==> src/hdl/of_settings.svh <==
`ifndef OF_SETTINGS_SVH
`define OF_SETTINGS_SVH

////////////////////
// frame geometry

// active pixels per line, 800 for the real sensor
`define OF_LINE_PIXELS   16
// window edge in rows and columns
`define OF_WIN_SIZE      5

////////////////////
// datapath widths

`define OF_GRAD_W        9      // signed gradient
`define OF_PROD_W        18     // gradient product
`define OF_SUM_W         22     // window sum of 25 products
`define OF_TERM_W        64     // cramer terms

// fixed point applied to the sums before the solver
`define OF_FRAC_BITS     8
`define OF_LAMBDA        4096   // 16.0 regularization

// de in to flow_valid out
`define OF_PIPE_LATENCY  9

`endif

==> src/hdl/of_pkg.sv <==
`include "of_settings.svh"

package of_pkg;

	typedef logic [7:0] luma_t;

	// current and previous frame luma, same position
	typedef struct packed {
		luma_t cur;
		luma_t prev;
	} luma_pair_t;

	typedef logic signed [`OF_GRAD_W-1:0] grad_t;

	typedef struct packed {
		grad_t ix;
		grad_t iy;
		grad_t it;
	} grad_set_t;

	typedef logic signed [`OF_PROD_W-1:0] prod_t;
	typedef logic signed [`OF_SUM_W-1:0]  sum_t;

	////////////////////
	// structure tensor entries
	typedef struct packed {
		prod_t ixix;
		prod_t ixiy;
		prod_t iyiy;
		prod_t ixit;
		prod_t iyit;
	} prod_set_t;

	typedef struct packed {
		sum_t ixix;
		sum_t ixiy;
		sum_t iyiy;
		sum_t ixit;
		sum_t iyit;
	} sum_set_t;

	typedef logic signed [`OF_TERM_W-1:0] term_t;

	typedef enum logic [1:0] {IDLE, ACTIVE, BLANK} line_state_e;

endpackage

==> src/hdl/of_stream_if.sv <==
`timescale 1ns/1ps

// pixel stream between stages, one pixel per clock with de high
interface of_stream_if import of_pkg::*;
#(
	parameter type payload_t = luma_pair_t
)
();

	logic     de;      // pixel valid
	logic     hsync;   // high over the active part of a line
	logic     vsync;   // high over a frame
	payload_t data;

	modport src
	(
		output de,
		output hsync,
		output vsync,
		output data
	);

	modport snk
	(
		input de,
		input hsync,
		input vsync,
		input data
	);

endinterface

==> src/hdl/of_luma_convert.sv <==
`timescale 1ns/1ps

module of_luma_convert import of_pkg::*;
(
	input  logic          RGB565_PCLK,
	input  logic          sys_rst_n,
	input  logic          rgb565_hsync,
	input  logic          rgb565_vsync,
	input  logic          rgb565_de,
	input  logic [15:0]   rgb565_d,
	input  logic [15:0]   prev_d,
	of_stream_if.src      luma_out
);

	logic [15:0] sum_cur_q;
	logic [15:0] sum_prev_q;
	logic        de_q, hs_q, vs_q;

	// 77 r + 150 g + 29 b, fields widened by bit replication
	function automatic logic [15:0] weighted(logic [15:0] px);
		logic [7:0] r, g, b;
		r = {px[15:11], px[15:13]};
		g = {px[10:5], px[10:9]};
		b = {px[4:0], px[4:2]};
		return 16'd77 * r + 16'd150 * g + 16'd29 * b;   // peaks at 65280
	endfunction

	always_ff @(posedge RGB565_PCLK)
	begin
		sum_cur_q  <= weighted(rgb565_d);
		sum_prev_q <= weighted(prev_d);
	end

	always_ff @(posedge RGB565_PCLK)
	begin
		if (!sys_rst_n)
		begin
			de_q <= 1'b0;
			hs_q <= 1'b0;
			vs_q <= 1'b0;
		end
		else
		begin
			de_q <= rgb565_de;
			hs_q <= rgb565_hsync;
			vs_q <= rgb565_vsync;
		end
	end

	assign luma_out.de    = de_q;
	assign luma_out.hsync = hs_q;
	assign luma_out.vsync = vs_q;
	assign luma_out.data  = '{cur: luma_t'(sum_cur_q[15:8]), prev: luma_t'(sum_prev_q[15:8])};

endmodule

==> src/flat_wrapper.sv <==
// flat-port wrapper written by rule: the top's interface ports become plain ports
module of_luma_convert_flat import of_pkg::*;
  (RGB565_PCLK, sys_rst_n, rgb565_hsync, rgb565_vsync, rgb565_de, rgb565_d, prev_d, luma_out_de, luma_out_hsync, luma_out_vsync, luma_out_data);
  of_stream_if luma_out_i ();
  input  logic RGB565_PCLK;
  input  logic sys_rst_n;
  input  logic rgb565_hsync;
  input  logic rgb565_vsync;
  input  logic rgb565_de;
  input  logic [15:0] rgb565_d;
  input  logic [15:0] prev_d;
  output wire logic [$bits(luma_out_i.de)-1:0] luma_out_de;
  output wire logic [$bits(luma_out_i.hsync)-1:0] luma_out_hsync;
  output wire logic [$bits(luma_out_i.vsync)-1:0] luma_out_vsync;
  output wire logic [$bits(luma_out_i.data)-1:0] luma_out_data;
  assign luma_out_de = luma_out_i.de;
  assign luma_out_hsync = luma_out_i.hsync;
  assign luma_out_vsync = luma_out_i.vsync;
  assign luma_out_data = luma_out_i.data;
  of_luma_convert u_core (.RGB565_PCLK(RGB565_PCLK), .sys_rst_n(sys_rst_n), .rgb565_hsync(rgb565_hsync), .rgb565_vsync(rgb565_vsync), .rgb565_de(rgb565_de), .rgb565_d(rgb565_d), .prev_d(prev_d), .luma_out(luma_out_i));
endmodule
==> config.mk <==
export PLATFORM = sky130hd
export DESIGN_NAME = of_luma_convert_flat
export DESIGN_NICKNAME = d
export VERILOG_FILES = /design/src/hdl/of_pkg.sv /design/src/hdl/of_stream_if.sv /design/src/hdl/of_luma_convert.sv /design/src/flat_wrapper.sv
export VERILOG_INCLUDE_DIRS = /design/src /design/src/hdl
export SDC_FILE = /design/constraint.sdc
export NUM_CORES = 1
export LEC_CHECK = 0
export ABC_CLOCK_PERIOD_IN_PS = 5900
export BUFFER_PORTS_ARGS = -buffer_cell sky130_fd_sc_hd__buf_2
export CAP_MARGIN = 25
export CORE_MARGIN = 1
export CORE_UTILIZATION = 55
export DETAILED_ROUTE_END_ITERATION = 6
export HOLD_SLACK_MARGIN = 0.08
export PLACE_DENSITY = 0.82
export RECOVER_POWER = 50
export SYNTH_ARGS = -nofsm -noshare
export SYNTH_HDL_FRONTEND = slang
export SYNTH_SLANG_ARGS = --single-unit
==> constraint.sdc <==
create_clock -name RGB565_PCLK -period 5.9 [get_ports RGB565_PCLK]
set_input_delay 0.59 -clock RGB565_PCLK [delete_from_list [all_inputs] [get_ports RGB565_PCLK]]
set_output_delay 0.59 -clock RGB565_PCLK [all_outputs]
set_load 0.005 [all_outputs]
==> flow_metrics.py <==
metrics = {
    "sta": {
        "period_needed_ns": 6.04,
        "drv_slew": 0,
        "setup_ws_ns": -0.139,
        "rsz0062_at_grt": "yes",
        "slew-limit-headroom": 0.643,
        "fin_tns_setup_ns": -0.445,
        "max_freq_mhz": 166,
        "worst_pin_slew_ns": 0.529,
        "fin_crit_sh": 1.02,
        "setup_viol": 6,
        "hold_viol": 0,
    },
    "worst_setup_path": {
        "cp-end-kind": "flop",
        "worstPathMaxFanout": 4,
        "path_cells": "buf_8 > ha_4 > ha_4 > inv_2 > fa_1 > fa_1 > inv_2 > ha_4 > xnor2_2 > fa_1 > fa_1 > inv_2 > fa_1 > fa_1 > inv_2 > ha_4 > a21o_1 > a21oi_2 > inv_2 > o2111ai_2 > a31oi_2 > nor2_1 > xor3_1",
        "critPathTopFamily": "adder cells",
        "worst-endpoint-required_ns": 6.03,
        "crit_buf_inv": 6,
        "path_common_cell": "fa_1",
        "setup.worst_path.start_class": "input port",
        "critical-path-max-stage-delay_ns": 0.54,
        "crit_arrival_ns": 6.17,
        "cp_slowest_cell": "fa_1",
        "path_class": "input port to flop",
    },
    "logic_synthesis": {
        "syn_area_per_cell_sq_um": 9.98,
        "async_reset_ff_frac": 0,
        "synth_edf_count": 0,
        "synthTopCellsByCount": "191 x inv_1, 166 x ha_1, 108 x fa_1",
        "synthTopCellsByArea": "fa_1 33%, ha_1 32%, inv_1 11%, dfxtp_1 5.9%, xnor2_1 2.3%",
        "ys_types": 47,
        "yosys.area.top_type": "fa_1",
        "synth_most_common_cell": "inv_1",
        "netlist_area_sq_um": 6470,
        "yosys_warnings": 0,
        "synth_top_cell_area_share": 0.334,
        "synth_ff_type": "dfxtp_1",
        "syn_nets": 960,
        "yosysSeqAreaShare": 0.0587,
        "ys_ff_latch": 19,
        "synth_cells": 649,
    },
    "final_layout": {
        "drive_above_1_share": 0.237,
        "layout.nets": 1080,
        "diodes": 0,
        "final_core_util": 0.688,
        "area_growth_syn_to_layout_pct": 21.9,
    },
    "clock_network": {
        "max-clock-path-buffers": 2,
        "hold_buffers": 0,
        "htree_levels": 1,
        "path_clk_slew_ns": 0.06,
        "cts_buffers": 3,
        "numClockSinks": 19,
        "cts_tree": "built",
        "cts_root_buf": "clkbuf_16",
    },
    "flow_run": {
        "max_cap_viol_count": 0,
    },
    "global_route": {
        "antenna_found_initial": 0,
        "grt_overflow": 0,
        "grt_max_degree": 12,
        "grt_pass1_wl_um": 24800,
        "grt_pass1_vias": 5558,
        "grt_usage": 0.250,
    },
    "die": {
        "initial_core_util": 0.565,
        "fp.dieW_um": 111,
        "die_h_um": 111,
        "die_area_sq_um": 12200,
        "row_count": 39,
        "core_sq_um": 11500,
        "ioPinCount": 56,
    },
    "detailed_routing": {
        "dr.pass1.iters": 4,
        "postRouteAntennaNets": 0,
        "wl_per_cell_um": 16.3,
        "drcViolationCount": 0,
        "wl_um": 14800,
        "vias": 4852,
        "via_per_inst": 5.33,
        "drtIter0Drc": 183,
    },
    "placement": {
        "gp_congestion": 0.864,
        "place_hpwl_um": 12100,
        "io_buffers": 55,
    },
    "outcome": {
        "violations": "setup timing",
        "status": "complete, but fails checks",
    },
    "worst_hold_path": {
        "worstHoldPathType": "input port to flop",
    },
}
metal layers:
layer	GRT usage	vias to the layer above	wire length [um]
met4	0.0747	0	371
met2	0.486	97	8270
met1	0.284	2416	5820
met5	0	-	0
met3	0.0269	37	370
li1	-	2302	-
worst paths after layout:
check	start	to	slack [ns]	cells past startpoint
setup / recovery	prev_d[7]	u_core.sum_prev_q[15]	-0.14	23
hold / removal	rgb565_vsync	u_core.luma_out.vsync	0.53	2
area by class of cell:
type                    instances  area [sq um]
repair buffers                115           781
inverters                     191           717
well taps                     143           179
flip-flops and latches         19           380
multi-input cells             439          5760
fillers                       766          3570
clock inverters                 1          5.00
clock buffers                   3          75.1
per-stage QoR:
stage,hold WS [ns],instance area [sq um],setup WS (ns),instances
6_report,0.534,7900,-0.139,911
3_5_place_dp,0.796,7460,-0.459,898
2_1_floorplan,0.712,6630,-0.0439,649
5_1_grt,0.546,7900,-0.345,911
3_3_place_gp,0.789,7460,-0.273,898
4_1_cts,0.539,7760,-0.147,907
cell usage in the layout, fill, tap and decap left out, types with 7 or more instances in the layout:
| cell | netlist | routed |
|---|---|---|
| dfxtp_1 | 19 | 19 |
| o21a_1 | 9 | 8 |
| buf_2 | 0 | 47 |
| nand2_1 | 10 | 8 |
| a21oi_2 | 5 | 9 |
| nor2_1 | 18 | 15 |
| ha_4 | 0 | 19 |
| buf_4 | 0 | 56 |
| fa_1 | 108 | 108 |
| xnor2_1 | 17 | 15 |
| inv_2 | 0 | 11 |
| inv_1 | 191 | 180 |
| xor2_1 | 13 | 13 |
| ha_1 | 166 | 147 |
| buf_6 | 0 | 7 |
| a21oi_1 | 15 | 11 |
| a21o_1 | 14 | 14 |
registers in the layout, summed over array words and instances (netlist names):
name and count:
u_core.sum_cur_q 8, u_core.sum_prev_q 8, u_core.luma_out.de 1, u_core.luma_out.hsync 1, u_core.luma_out.vsync 1
logic make-up (layout without fill, tap and decap cells):
logic type	count (synthesis)	count (layout)	share of synthesized area
fa+ha+maj	274	274	0.655
simple gates	56	56	0.0425
buf+inv	191	310	0.111
compound gates	78	78	0.0891
flops	19	19	0.0587
xor+xnor	31	31	0.0443
repair_timing:
action | in CTS | in global routing
gates cloned | 0 | 0
setup endpoints to repair | 10 | 13
resized for setup | 31 | 23
pin swaps | 54 | 24
hold endpoints to repair | 0 | 0
buffers inserted | 6 | 6
Power is left out: the tool's default activity adds up to more than one toggle a clock period on the data nets, which glitch-free logic cannot reach.
