$ cat config.mk
export PLATFORM = sky130hd
export DESIGN_NAME = of_gradient_unit_flat
export DESIGN_NICKNAME = d
export VERILOG_FILES = /design/src/hdl/of_pkg.sv /design/src/hdl/of_stream_if.sv /design/src/hdl/of_gradient_unit.sv /design/src/flat_wrapper.sv
export VERILOG_INCLUDE_DIRS = /design/src /design/src/hdl
export SDC_FILE = /design/constraint.sdc
export NUM_CORES = 1
export LEC_CHECK = 0
export ABC_CLOCK_PERIOD_IN_PS = 3400
export BUFFER_PORTS_ARGS = -buffer_cell sky130_fd_sc_hd__buf_2
export CAP_MARGIN = 20
export CORE_UTILIZATION = 50
export CTS_BUF_LIST = sky130_fd_sc_hd__clkbuf_4 sky130_fd_sc_hd__clkbuf_8
export CTS_CLUSTER_DIAMETER = 40
export DETAILED_ROUTE_END_ITERATION = 16
export GPL_ROUTABILITY_DRIVEN = 0
export MAX_ROUTING_LAYER = met4
export PLACE_DENSITY = 0.82
export RECOVER_POWER = 100
export SKIP_LAST_GASP = 1
export SLEW_MARGIN = 20
export SYNTH_ARGS = -nofsm -noshare
export SYNTH_HDL_FRONTEND = slang
export SYNTH_SLANG_ARGS = --single-unit
$ cat constraint.sdc
create_clock -name RGB565_PCLK -period 3.4 [get_ports RGB565_PCLK]
set_input_delay 0.17 -clock RGB565_PCLK [delete_from_list [all_inputs] [get_ports RGB565_PCLK]]
set_output_delay 0.17 -clock RGB565_PCLK [all_outputs]
set_load 0.03 [all_outputs]
$ cat src/hdl/of_settings.svh
`ifndef OF_SETTINGS_SVH
`define OF_SETTINGS_SVH

////////////////////
// frame geometry

// active pixels per line, 800 for the real sensor
`define OF_LINE_PIXELS   16
// window edge in rows and columns
`define OF_WIN_SIZE      5

////////////////////
// datapath widths

`define OF_GRAD_W        9      // signed gradient
`define OF_PROD_W        18     // gradient product
`define OF_SUM_W         22     // window sum of 25 products
`define OF_TERM_W        64     // cramer terms

// fixed point applied to the sums before the solver
`define OF_FRAC_BITS     8
`define OF_LAMBDA        4096   // 16.0 regularization

// de in to flow_valid out
`define OF_PIPE_LATENCY  9

`endif

$ cat src/hdl/of_pkg.sv
`include "of_settings.svh"

package of_pkg;

	typedef logic [7:0] luma_t;

	// current and previous frame luma, same position
	typedef struct packed {
		luma_t cur;
		luma_t prev;
	} luma_pair_t;

	typedef logic signed [`OF_GRAD_W-1:0] grad_t;

	typedef struct packed {
		grad_t ix;
		grad_t iy;
		grad_t it;
	} grad_set_t;

	typedef logic signed [`OF_PROD_W-1:0] prod_t;
	typedef logic signed [`OF_SUM_W-1:0]  sum_t;

	////////////////////
	// structure tensor entries
	typedef struct packed {
		prod_t ixix;
		prod_t ixiy;
		prod_t iyiy;
		prod_t ixit;
		prod_t iyit;
	} prod_set_t;

	typedef struct packed {
		sum_t ixix;
		sum_t ixiy;
		sum_t iyiy;
		sum_t ixit;
		sum_t iyit;
	} sum_set_t;

	typedef logic signed [`OF_TERM_W-1:0] term_t;

	typedef enum logic [1:0] {IDLE, ACTIVE, BLANK} line_state_e;

endpackage

$ cat src/hdl/of_stream_if.sv
`timescale 1ns/1ps

// pixel stream between stages, one pixel per clock with de high
interface of_stream_if import of_pkg::*;
#(
	parameter type payload_t = luma_pair_t
)
();

	logic     de;      // pixel valid
	logic     hsync;   // high over the active part of a line
	logic     vsync;   // high over a frame
	payload_t data;

	modport src
	(
		output de,
		output hsync,
		output vsync,
		output data
	);

	modport snk
	(
		input de,
		input hsync,
		input vsync,
		input data
	);

endinterface

$ cat src/hdl/of_gradient_unit.sv
`timescale 1ns/1ps
`include "of_settings.svh"

module of_gradient_unit import of_pkg::*;
(
	input  logic     RGB565_PCLK,
	input  logic     sys_rst_n,
	of_stream_if.snk luma_in,
	of_stream_if.src grad_out
);

	luma_t     left_q;                        // previous pixel on this line
	luma_t     line_buf [`OF_LINE_PIXELS];    // one line of luma
	luma_t     above;
	grad_set_t grad_q;
	logic      de_q, hs_q, vs_q;

	function automatic grad_t diff(luma_t p, luma_t q);
		return $signed({1'b0, p}) - $signed({1'b0, q});
	endfunction

	assign above = line_buf[`OF_LINE_PIXELS-1];

	always_ff @(posedge RGB565_PCLK)
	begin
		if (!luma_in.hsync)
			left_q <= '0;                     // nothing left of the first pixel
		else if (luma_in.de)
			left_q <= luma_in.data.cur;
	end

	// zero above the first line of a frame
	always_ff @(posedge RGB565_PCLK)
	begin
		if (!luma_in.vsync)
		begin
			for (int i = 0; i < `OF_LINE_PIXELS; i++)
				line_buf[i] <= '0;
		end
		else if (luma_in.de)
		begin
			line_buf[0] <= luma_in.data.cur;
			for (int i = 1; i < `OF_LINE_PIXELS; i++)
				line_buf[i] <= line_buf[i-1];
		end
	end

	always_ff @(posedge RGB565_PCLK)
	begin
		grad_q.ix <= diff(luma_in.data.cur, left_q);
		grad_q.iy <= diff(luma_in.data.cur, above);
		grad_q.it <= diff(luma_in.data.cur, luma_in.data.prev);
	end

	always_ff @(posedge RGB565_PCLK)
	begin
		if (!sys_rst_n)
		begin
			de_q <= 1'b0;
			hs_q <= 1'b0;
			vs_q <= 1'b0;
		end
		else
		begin
			de_q <= luma_in.de;
			hs_q <= luma_in.hsync;
			vs_q <= luma_in.vsync;
		end
	end

	assign grad_out.de    = de_q;
	assign grad_out.hsync = hs_q;
	assign grad_out.vsync = vs_q;
	assign grad_out.data  = grad_q;

	// left register and column alignment rely on de only inside a line
	a_de_in_line: assert property (@(posedge RGB565_PCLK) disable iff (!sys_rst_n)
		luma_in.de |-> luma_in.hsync)
		else $error("de high outside hsync");

endmodule

$ cat src/flat_wrapper.sv
// flat-port wrapper written by rule: the top's interface ports become plain ports
module of_gradient_unit_flat import of_pkg::*;
  (RGB565_PCLK, sys_rst_n, luma_in_de, luma_in_hsync, luma_in_vsync, luma_in_data, grad_out_de, grad_out_hsync, grad_out_vsync, grad_out_data);
  of_stream_if luma_in_i ();
  of_stream_if grad_out_i ();
  input  logic RGB565_PCLK;
  input  logic sys_rst_n;
  input wire logic [$bits(luma_in_i.de)-1:0] luma_in_de;
  input wire logic [$bits(luma_in_i.hsync)-1:0] luma_in_hsync;
  input wire logic [$bits(luma_in_i.vsync)-1:0] luma_in_vsync;
  input wire logic [$bits(luma_in_i.data)-1:0] luma_in_data;
  output wire logic [$bits(grad_out_i.de)-1:0] grad_out_de;
  output wire logic [$bits(grad_out_i.hsync)-1:0] grad_out_hsync;
  output wire logic [$bits(grad_out_i.vsync)-1:0] grad_out_vsync;
  output wire logic [$bits(grad_out_i.data)-1:0] grad_out_data;
  assign luma_in_i.de = luma_in_de;
  assign luma_in_i.hsync = luma_in_hsync;
  assign luma_in_i.vsync = luma_in_vsync;
  assign luma_in_i.data = luma_in_data;
  assign grad_out_de = grad_out_i.de;
  assign grad_out_hsync = grad_out_i.hsync;
  assign grad_out_vsync = grad_out_i.vsync;
  assign grad_out_data = grad_out_i.data;
  of_gradient_unit u_core (.RGB565_PCLK(RGB565_PCLK), .sys_rst_n(sys_rst_n), .luma_in(luma_in_i), .grad_out(grad_out_i));
endmodule
==> flow_metrics.py <==
metrics = {
    "die": {
        "num_io_pins": 40,
        "die_area_mm2": 0.0107,
        "initial_utilization_pct": 52.2,
        "num_rows": 36,
        "core_mm2": 0.00986,
        "die_h_um": 103,
        "dieWidth_um": 103,
    },
    "global_route": {
        "grt_pass1_wl_mm": 13.2,
        "grt_antenna_before_repair": 0,
        "grtUsageTotal_pct": 17.7,
        "gr-total-overflow": 0,
        "first_global_vias": 2669,
        "grt_max_degree": 114,
    },
    "clock_network": {
        "postCtsSetupBuffers": 0,
        "hold_buffers": 4,
        "ctsResizeCount": 0,
        "cts_buffers": 17,
        "cts_tree": "done",
        "cts-htree-levels": 4,
        "ctsRootBufferMaster": "clkbuf_8",
        "clkSlewWorstSetupHoldPaths_ps": 80,
        "clock-sinks": 131,
        "clockBufferDepth": 2,
        "clk_latency_ps": 430,
    },
    "flow_run": {
        "max-cap-violations": 2,
    },
    "logic_synthesis": {
        "netlist_instances": 350,
        "ys_ff_latch": 131,
        "ys_warn_count": 0,
        "yosysUniqueCellTypes": 31,
        "synth_area_per_cell_um2": 14.7,
        "syn_area_mm2": 0.00515,
        "ys_seq_area_share_pct": 72.7,
        "synthesis.nets": 387,
    },
    "timing": {
        "fmax_mhz": 417,
        "slew_violations": 168,
        "timing_hold_violations_final": 0,
        "worstMarginPinSlew_ps": 2500,
        "fin_worst_skew_ps": 10.5,
        "finalCriticalPeriod_ps": 2400,
        "setup_violations": 0,
        "slew_headroom_pct": -66.5,
        "min_period_over_period_pct": 70.5,
        "setup_tns_ps": 0,
        "setup_ws_ps": 1000,
        "rsz0062_at_grt": "false",
    },
    "pwr": {
        "vdd_drop_max_uv": 456,
        "pwr-share-clk_pct": 38.1,
        "p_seq_share_pct": 52.7,
        "p_sw_share_pct": 23.9,
        "pwr-share-comb_pct": 9.2,
        "power_leakage_nw": 2.58,
        "internal-power_w": 0.00277,
        "p_switching_w": 0.000871,
        "power-per-cell-area_mw_per_mm2": 617,
        "finalPower_w": 0.00364,
    },
    "routing": {
        "drc": 0,
        "viasPerCell": 5.11,
        "ant_nets": 0,
        "wl_per_cell_um": 14.8,
        "first_iter_violations": 123,
        "wirelength_mm": 8.02,
        "dr.pass1.iters": 4,
        "vias": 2771,
    },
    "outcome": {
        "status": "finished with violations",
        "violations": "max-capacitance violations, max-slew violations",
    },
    "final_layout": {
        "fin_cells": 542,
        "final_core_util_pct": 59.7,
        "area_delta_synth_final_pct": 14.5,
        "drive_gt1_share_pct": 13.2,
        "n_antenna_cell": 0,
        "finalNetCount": 433,
    },
    "placed_design": {
        "io_buffer_count": 39,
        "pre_cts_ws_ps": 1560,
        "dp_hpwl_mm": 4.47,
        "placedCellCount": 506,
    },
    "worst_setup_path": {
        "worstPathRequired_ps": 3500,
        "crit_path_end_kind": "register",
        "cp.depth": 3,
        "cpPeakStageDelay_ps": 1830,
        "critPathKind": "input port to register",
        "cpMaxStageDelayCell": "nand2b_1",
        "cp_cell_sequence": "clkbuf_1 > nand2b_1 > buf_12",
        "crit_buf_inv": 2,
        "crit_path_start_kind": "input port",
        "worstPathArrival_ps": 2500,
        "reg2regPathDepth": 8,
        "path_delay_family": "simple AND/OR/NAND/NOR gates",
        "cp_max_fo": 58,
    },
    "hold_path": {
        "worstHoldPathCells": 3,
        "hp-class": "input port to register",
    },
}
[metal layers]
metal / global-route usage, % / part of all wire, % / wire length [um] / vias up
li1: - / - / - / 1346
met1: 23.4 / 48 / 3850 / 1358
met2: 25.3 / 47 / 3750 / 52
met3: 6.45 / 4.0 / 318 / 15
met4: 6.50 / 1.4 / 110 / 0
met5: - / 0 / 0 / -
[worst paths after layout]
kind | start | endpoint | slack [ps]
max reg2reg | u_core.line_buf[0][120]$_SDFFCE_PN0P_ | u_core.grad_out.data[15]$_DFF_P_ | 1600
min | luma_in_data[15] | u_core.grad_out.data[8]$_DFF_P_ | 50
min reg2reg | u_core.line_buf[0][102]$_SDFFCE_PN0P_ | u_core.line_buf[0][110]$_SDFFCE_PN0P_ | 520
max | luma_in_de | u_core.line_buf[0][123]$_SDFFCE_PN0P_ | 1000
[state kept, by name (all words and copies together), names as in the netlist]
signal / count
u_core.grad_out.hsync: 1
u_core.grad_out.data: 16
u_core.grad_out.de: 1
u_core.line_buf: 112
u_core.grad_out.vsync: 1
[power groups by stage]
stage / logic [W] / registers [W] / clock network [W]
2_1_floorplan: 0.000165 / 0.00203 / 0
3_3_place_gp: 0.000340 / 0.00194 / 0
3_5_place_dp: 0.000348 / 0.00195 / 0
4_1_cts: 0.000354 / 0.00192 / 0.00141
5_1_grt: 0.000370 / 0.00193 / 0.00148
6_report: 0.000334 / 0.00192 / 0.00139
[cells in the final DEF (no fill, tap or decap), types with 3 or more instances in the layout]
cell type,instances
ha_1,14
and2_1,23
edfxtp_1,112
clkbuf_1,22
inv_4,3
nor2_1,7
and3_1,70
inv_1,22
buf_2,17
a21oi_1,4
bufinv_16,3
nand2_1,4
nor2b_1,3
dfxtp_1,19
dlygate4sd3_1,4
xnor2_1,8
and2_0,22
clkbuf_8,19
[cell usage after synthesis]
master	count	area (um2)
a31oi_2	1	12.5
buf_2	1	5.00
a21o_1	2	15.0
o21a_1	1	7.51
nand2b_1	1	6.26
a21boi_1	1	7.51
edfxtp_1	112	3360
ha_1	14	175
a21oi_2	3	26.3
and3_1	70	438
a21oi_1	3	15.0
xnor2_1	8	70.1
o21ai_0	2	10.0
nor2b_1	3	18.8
nor2_1	7	26.3
o21bai_1	1	7.51
clkbuf_1	18	67.6
o2111ai_1	1	8.76
mux2i_1	1	10.0
nand3_1	1	5.00
o31ai_1	1	7.51
dfxtp_1	19	380
xor2_1	2	17.5
o21ai_1	1	5.00
and2_1	45	282
nor3_1	1	5.00
a31oi_1	1	6.26
a211oi_2	1	12.5
nand2_1	4	15.0
fa_1	2	40.0
inv_1	22	82.6
[worst min-delay path: stages]
cell and delay [ps]:
buf_2 80, ha_1 150, a211oi_2 40
[per-stage QoR]
stage                     hold WS (ps)  instance area (um2)
after global placement             377                 5480
after floorplan                    292                 5150
final                             49.2                 5890
after global routing              12.8                 5890
after CTS                         20.0                 5940
after detailed placement           389                 5480
[cell families after synthesis]
group | synth area share (%)
compound gates | 2.75
buf+inv | 3.01
simple gates | 15.5
fa+ha+maj | 4.18
flops | 72.7
mux | 0.194
xor+xnor | 1.70
[layout make-up]
class,instances,area (um2)
fillers,730,3970
flip-flops and latches,131,3740
multi-input cells,178,1240
clock buffers,20,269
repair buffers,46,240
well taps,133,166
clock inverters,12,151
inverters,22,82.6
(Power assumes the default switching activity.)
