[src/hdl/of_settings.svh]
`ifndef OF_SETTINGS_SVH
`define OF_SETTINGS_SVH

////////////////////
// frame geometry

// active pixels per line, 800 for the real sensor
`define OF_LINE_PIXELS   16
// window edge in rows and columns
`define OF_WIN_SIZE      5

////////////////////
// datapath widths

`define OF_GRAD_W        9      // signed gradient
`define OF_PROD_W        18     // gradient product
`define OF_SUM_W         22     // window sum of 25 products
`define OF_TERM_W        64     // cramer terms

// fixed point applied to the sums before the solver
`define OF_FRAC_BITS     8
`define OF_LAMBDA        4096   // 16.0 regularization

// de in to flow_valid out
`define OF_PIPE_LATENCY  9

`endif

[src/hdl/of_pkg.sv]
`include "of_settings.svh"

package of_pkg;

	typedef logic [7:0] luma_t;

	// current and previous frame luma, same position
	typedef struct packed {
		luma_t cur;
		luma_t prev;
	} luma_pair_t;

	typedef logic signed [`OF_GRAD_W-1:0] grad_t;

	typedef struct packed {
		grad_t ix;
		grad_t iy;
		grad_t it;
	} grad_set_t;

	typedef logic signed [`OF_PROD_W-1:0] prod_t;
	typedef logic signed [`OF_SUM_W-1:0]  sum_t;

	////////////////////
	// structure tensor entries
	typedef struct packed {
		prod_t ixix;
		prod_t ixiy;
		prod_t iyiy;
		prod_t ixit;
		prod_t iyit;
	} prod_set_t;

	typedef struct packed {
		sum_t ixix;
		sum_t ixiy;
		sum_t iyiy;
		sum_t ixit;
		sum_t iyit;
	} sum_set_t;

	typedef logic signed [`OF_TERM_W-1:0] term_t;

	typedef enum logic [1:0] {IDLE, ACTIVE, BLANK} line_state_e;

endpackage

[src/hdl/of_stream_if.sv]
`timescale 1ns/1ps

// pixel stream between stages, one pixel per clock with de high
interface of_stream_if import of_pkg::*;
#(
	parameter type payload_t = luma_pair_t
)
();

	logic     de;      // pixel valid
	logic     hsync;   // high over the active part of a line
	logic     vsync;   // high over a frame
	payload_t data;

	modport src
	(
		output de,
		output hsync,
		output vsync,
		output data
	);

	modport snk
	(
		input de,
		input hsync,
		input vsync,
		input data
	);

endinterface

[src/hdl/of_window_accumulator.sv]
`timescale 1ns/1ps
`include "of_settings.svh"

module of_window_accumulator import of_pkg::*;
(
	input  logic     RGB565_PCLK,
	input  logic     sys_rst_n,
	of_stream_if.snk grad_in,
	of_stream_if.src sum_out
);

	localparam int WIN   = `OF_WIN_SIZE;
	localparam int LINE  = `OF_LINE_PIXELS;
	localparam int DEPTH = (WIN - 1) * LINE;

	grad_set_t   line_store [DEPTH];   // win-1 lines above
	grad_set_t   column     [WIN];
	prod_set_t   prod_q     [WIN];
	sum_set_t    col_acc;
	sum_set_t    col_sum_q;
	sum_set_t    col_hist   [WIN];     // column sums of the last win pixels
	sum_set_t    run_q;
	logic [2:0]  de_d, hs_d, vs_d;
	line_state_e line_state;

	function automatic prod_set_t products(grad_set_t g);
		prod_set_t p;
		p.ixix = g.ix * g.ix;
		p.ixiy = g.ix * g.iy;
		p.iyiy = g.iy * g.iy;
		p.ixit = g.ix * g.it;
		p.iyit = g.iy * g.it;
		return p;
	endfunction

	function automatic sum_set_t add_prod(sum_set_t s, prod_set_t p);
		sum_set_t r;
		r.ixix = s.ixix + p.ixix;
		r.ixiy = s.ixiy + p.ixiy;
		r.iyiy = s.iyiy + p.iyiy;
		r.ixit = s.ixit + p.ixit;
		r.iyit = s.iyit + p.iyit;
		return r;
	endfunction

	// new column in, oldest column out
	function automatic sum_set_t slide(sum_set_t run, sum_set_t add, sum_set_t sub);
		sum_set_t r;
		r.ixix = run.ixix + add.ixix - sub.ixix;
		r.ixiy = run.ixiy + add.ixiy - sub.ixiy;
		r.iyiy = run.iyiy + add.iyiy - sub.iyiy;
		r.ixit = run.ixit + add.ixit - sub.ixit;
		r.iyit = run.iyit + add.iyit - sub.iyit;
		return r;
	endfunction

	always_ff @(posedge RGB565_PCLK)
	begin
		if (!grad_in.vsync)
		begin
			for (int i = 0; i < DEPTH; i++)
				line_store[i] <= '0;
		end
		else if (grad_in.de)
		begin
			line_store[0] <= grad_in.data;
			for (int i = 1; i < DEPTH; i++)
				line_store[i] <= line_store[i-1];
		end
	end

	always_comb
	begin
		column[0] = grad_in.data;
		for (int k = 1; k < WIN; k++)
			column[k] = line_store[k*LINE-1];   // same column, k lines up
	end

	always_comb
	begin
		col_acc = '0;
		for (int k = 0; k < WIN; k++)
			col_acc = add_prod(col_acc, prod_q[k]);
	end

	////////////////////
	// products, column sum, running sum

	always_ff @(posedge RGB565_PCLK)
	begin
		for (int k = 0; k < WIN; k++)
			prod_q[k] <= products(column[k]);
		col_sum_q <= col_acc;
	end

	always_ff @(posedge RGB565_PCLK)
	begin
		if (line_state != ACTIVE)
		begin
			run_q <= '0;
			for (int k = 0; k < WIN; k++)
				col_hist[k] <= '0;
		end
		else if (de_d[1])
		begin
			run_q       <= slide(run_q, col_sum_q, col_hist[WIN-1]);
			col_hist[0] <= col_sum_q;
			for (int k = 1; k < WIN; k++)
				col_hist[k] <= col_hist[k-1];
		end
	end

	// follows hsync one stage late, so it lines up with col_sum_q
	always_ff @(posedge RGB565_PCLK)
	begin
		if (!sys_rst_n)
			line_state <= IDLE;
		else if (!vs_d[0])
			line_state <= IDLE;
		else
		begin
			case (line_state)
				IDLE, BLANK: if (hs_d[0]) line_state <= ACTIVE;
				ACTIVE:      if (!hs_d[0]) line_state <= BLANK;
				default:     line_state <= IDLE;
			endcase
		end
	end

	always_ff @(posedge RGB565_PCLK)
	begin
		if (!sys_rst_n)
		begin
			de_d <= '0;
			hs_d <= '0;
			vs_d <= '0;
		end
		else
		begin
			de_d <= {de_d[1:0], grad_in.de};
			hs_d <= {hs_d[1:0], grad_in.hsync};
			vs_d <= {vs_d[1:0], grad_in.vsync};
		end
	end

	assign sum_out.de    = de_d[2];
	assign sum_out.hsync = hs_d[2];
	assign sum_out.vsync = vs_d[2];
	assign sum_out.data  = run_q;

	// squares only, so a negative sum means the slide lost a column
	a_squares_pos: assert property (@(posedge RGB565_PCLK) disable iff (!sys_rst_n)
		sum_out.de |-> (run_q.ixix >= 0 && run_q.iyiy >= 0))
		else $error("negative square sum in window");

endmodule

[src/flat_wrapper.sv]
// flat-port wrapper written by rule: the top's interface ports become plain ports
module of_window_accumulator_flat import of_pkg::*;
  (RGB565_PCLK, sys_rst_n, grad_in_de, grad_in_hsync, grad_in_vsync, grad_in_data, sum_out_de, sum_out_hsync, sum_out_vsync, sum_out_data);
  of_stream_if grad_in_i ();
  of_stream_if sum_out_i ();
  input  logic RGB565_PCLK;
  input  logic sys_rst_n;
  input wire logic [$bits(grad_in_i.de)-1:0] grad_in_de;
  input wire logic [$bits(grad_in_i.hsync)-1:0] grad_in_hsync;
  input wire logic [$bits(grad_in_i.vsync)-1:0] grad_in_vsync;
  input wire logic [$bits(grad_in_i.data)-1:0] grad_in_data;
  output wire logic [$bits(sum_out_i.de)-1:0] sum_out_de;
  output wire logic [$bits(sum_out_i.hsync)-1:0] sum_out_hsync;
  output wire logic [$bits(sum_out_i.vsync)-1:0] sum_out_vsync;
  output wire logic [$bits(sum_out_i.data)-1:0] sum_out_data;
  assign grad_in_i.de = grad_in_de;
  assign grad_in_i.hsync = grad_in_hsync;
  assign grad_in_i.vsync = grad_in_vsync;
  assign grad_in_i.data = grad_in_data;
  assign sum_out_de = sum_out_i.de;
  assign sum_out_hsync = sum_out_i.hsync;
  assign sum_out_vsync = sum_out_i.vsync;
  assign sum_out_data = sum_out_i.data;
  of_window_accumulator u_core (.RGB565_PCLK(RGB565_PCLK), .sys_rst_n(sys_rst_n), .grad_in(grad_in_i), .sum_out(sum_out_i));
endmodule
[config.mk]
export PLATFORM = sky130hd
export DESIGN_NAME = of_window_accumulator_flat
export DESIGN_NICKNAME = d
export VERILOG_FILES = /design/src/hdl/of_pkg.sv /design/src/hdl/of_stream_if.sv /design/src/hdl/of_window_accumulator.sv /design/src/flat_wrapper.sv
export VERILOG_INCLUDE_DIRS = /design/src /design/src/hdl
export SDC_FILE = /design/constraint.sdc
export NUM_CORES = 2
export LEC_CHECK = 0
export BUFFER_PORTS_ARGS = -buffer_cell sky130_fd_sc_hd__buf_2
export CORE_MARGIN = 3
export CORE_UTILIZATION = 37
export DETAILED_ROUTE_END_ITERATION = 16
export GPL_ROUTABILITY_DRIVEN = 1
export SYNTH_ARGS = -nofsm -noshare
export SYNTH_HDL_FRONTEND = slang
export SYNTH_SLANG_ARGS = --single-unit
[constraint.sdc]
create_clock -name RGB565_PCLK -period 35.1 [get_ports RGB565_PCLK]
set_clock_uncertainty 0.1 [all_clocks]
set_input_delay 7.02 -clock RGB565_PCLK [delete_from_list [all_inputs] [get_ports RGB565_PCLK]]
set_output_delay 7.02 -clock RGB565_PCLK [all_outputs]
set_load 0.02 [all_outputs]
==> flow_summary.yaml <==
layout:
  fillers: 14200
  area_growth_pct: 10.4
  drive_gt1_share_pct: 5.77
  antenna_cells: 0
  nets: 4739
  final_cell_area_um2: 63600
clocking:
  htree_levels: 3
  hold_buffers: 0
  post_cts_resize_count: 0
  cts.sinks: 1227
  clk_path_buf_depth: 3
  postCtsSetupBuffers: 0
  cts_inserted_buffers: 119
  cts_root_buf: "clkbuf_16"
  cts.clk_slew.worst_paths_ns: 0.06
  clk_latency_ns: 0.72
  cts_tree: "built"
worst_setup_path:
  worstPathRequired_ns: 35.32
  arrival_ns: 11.25
  critPathMaxFanout: 192
  timing.rr.start: "u_core.line_store[0][414]"
  timing.critical_path.from: "grad_in_de"
  rrSetupSlack_ns: 29.57
  r2r_cells: 16
  crit_end: "u_core.line_store[1][798]"
  cp-end-kind: "flop"
  rr_endpoint: "u_core.prod_q[0][105]"
  start_kind: "input port"
  crit_type: "input port to flop"
route:
  drc: 0
  antenna_left: 0
  vias: 29900
  wl_per_cell_um: 14.8
  firstDrtPassIters: 5
  via_per_inst: 4.71
  drt_iter0_drc: 2003
  wl_um: 94100
synth:
  yosys.area.top_type_share_pct: 57.5
  ys_seq_area_share_pct: 61.8
  yosys.area.top_type: "edfxtp_1"
  yosys_warnings: 0
  synthTopCellsByArea: "edfxtp_1 57%, fa_1 8.3%, and2_1 7.0%"
  netlist_area_um2: 57700
  netlist_instances: 4254
  synth.avg_cell_area_um2: 13.6
  async_flop_share_pct: 0
  synthDistinctLibCells: 63
  synth_edf_count: 1104
  syn_nets: 4779
  ys_ff_latch: 1227
  synth_ff_type: "edfxtp_1"
power:
  leakagePower_nw: 28.6
  total_power_w: 0.00412
  p_per_area_nw_per_um2: 64.8
  ir_worst_vdd_mv: 0.0949
sta:
  setup_ws_ns: 24.07
  setup_violations: 0
  timing.fmax_ghz: 0.0906
  finalCritPeriodShare_pct: 31.4
  relSlewSlack_pct: 20.7
  rsz0062_at_grt: "false"
  hold_slack_ns: 0.330
  post-route-min-period_ns: 11.03
  worst_pin_slew_ns: 1.19
  finalHoldViolCount: 0
  tns_ns: 0
  final_max_slew_viol_count: 0
global_route:
  grt_pass1_vias: 29600
  antenna_found_initial: 1
  grt-ovfl-total: 0
  grt_pass1_wl_um: 157000
  grt_usage_pct: 11.7
  grt_max_degree: 296
place:
  place_worst_setup_slack_ns: 23.31
  gp_congestion: 0.791
  hpwlAfterDp_um: 55400
  dpl-instance-area_um2: 59800
  io_buffers: 39
floorplan:
  die_y_um: 401
  io_pins: 40
  die_w_um: 401
  core_area_um2: 154000
  start_util_pct: 37.3
  die_area_um2: 161000
  num_rows: 144
run_status:
  outcome: "complete, no violations"
flow_run:
  drv_cap: 0
min_path:
  hp-class: "flop to flop"
[per-stage QoR]
stage,instances,utilization (%)
2_1_floorplan,4254,-
3_3_place_gp,6137,38.8
3_5_place_dp,6137,38.8
4_1_cts,6356,41.2
5_1_grt,6356,41.2
6_report,6356,41.2
[Yosys cell counts (2+ instances only)]
cell type and count:
o311ai_1 4, o32ai_1 3, nand2_1 163, a211o_1 3, o31a_1 3, a21boi_1 6
nand4_1 7, and3_1 617, o21a_1 13, xor2_1 26, nor2_1 47, o21bai_1 4
nand2b_1 18, or3_1 6, o2111ai_1 4, nor3_1 16, xnor2_1 72, a211oi_1 4
nor4_1 2, o21ai_0 13, o21ai_1 22, ha_1 264, edfxtp_1 1104, a2111oi_0 2
o31ai_1 3, o211ai_1 3, or2_2 3, nor2b_1 35, buf_1 2, fa_1 240
a31oi_1 8, dfxtp_1 123, a21o_1 19, nand3_1 8, a21oi_1 50, or4_1 2
clkbuf_1 217, inv_1 441, o22ai_1 9, and2_1 645
[worst max-delay path: stages]
cell and delay [ns]:
buf_8 0.39, nand2b_4 0.87, buf_12 0.67, buf_4 0.85
buf_4 0.92
[per-layer routing]
| layer | track usage [%] | vias up | wire length [µm] |
|---|---|---|---|
| met3 | 1.83 | 134 | 3150 |
| met2 | 17.9 | 328 | 42600 |
| met4 | 3.38 | 0 | 1880 |
| li1 | - | 14500 | - |
| met5 | 0 | - | 0 |
| met1 | 17.2 | 14900 | 46500 |
[registers in the layout, summed over array words and instances (netlist names)]
signal	count
u_core.col_hist	80
u_core.prod_q	80
u_core.sum_out.data	16
u_core.col_sum_q	16
u_core.line_state	2
u_core.line_store	1024
u_core.vs_d	3
u_core.de_d	3
u_core.hs_d	3
[logic make-up (layout without fill, tap and decap cells)]
| family | Yosys count | count (layout) | synth area share, % |
|---|---|---|---|
| and+or+nand+nor | 1573 | 1573 | 16.1 |
| DFF | 1227 | 1227 | 61.8 |
| buffers and inverters | 661 | 719 | 4.31 |
| adders and majority gates | 504 | 504 | 14.1 |
| AOI/OAI and AO/OA | 187 | 187 | 2.14 |
| xor gates and xnor gates | 100 | 100 | 1.56 |
| muxes | 2 | 2 | 0.0369 |
[layout by cell type (no fill, tap or decap), types with 6 or more instances in the layout]
master,Yosys,routed
o21a_1,13,13
and2_1,645,645
clkinv_2,0,24
inv_6,0,6
clkinv_1,0,23
a31oi_1,8,8
ha_1,264,264
nand3_1,8,8
nor2b_1,35,34
dfxtp_1,123,123
nand4_1,7,7
a21o_1,19,19
buf_2,1,37
nand2_1,163,163
xnor2_1,72,72
bufinv_16,0,9
o21ai_0,13,13
clkbuf_16,0,120
or3_1,6,6
xor2_1,26,26
nor2_1,47,47
o22ai_1,9,9
o21ai_1,22,22
and3_1,617,617
nor3_1,16,16
fa_1,240,240
inv_1,441,440
a21oi_1,50,50
edfxtp_1,1104,1104
clkbuf_1,217,21
a21boi_1,6,6
buf_4,0,15
nand2b_1,18,17
[cell type report]
class | instances | area (µm²) | area share [%]
Clock buffer | 145 | 3140 | 4.93
Clock inverter | 74 | 669 | 1.05
Inverter | 441 | 1660 | 2.60
Multi-Input combinational cell | 2366 | 19600 | 30.8
Sequential cell | 1227 | 35600 | 56.0
Tap cell | 2044 | 2560 | 4.02
Timing Repair Buffer | 59 | 428 | 0.672
[report_power, final]
group / internal [W] / leakage [nW] / switching, W
logic: 0.000474 / 13.4 / 0.000614
clock network: 0.000703 / 1.86 / 0.000544
registers: 0.00174 / 13.3 / 0.0000526
total: 0.00291 / 28.6 / 0.00121
[worst min-delay path by stage]
stage / to / start / cells after the start
finish: u_core.hs_d[2] / u_core.hs_d[1] / 1
global route: u_core.hs_d[2] / u_core.hs_d[1] / 1
CTS: u_core.hs_d[2] / u_core.hs_d[1] / 1
detailed placement: u_core.hs_d[2] / u_core.hs_d[1] / 1
global placement: u_core.hs_d[2] / u_core.hs_d[1] / 1
floorplan: u_core.line_state[1] / u_core.hs_d[0] / 1
No activity file was read; power rests on OpenSTA's default activity.
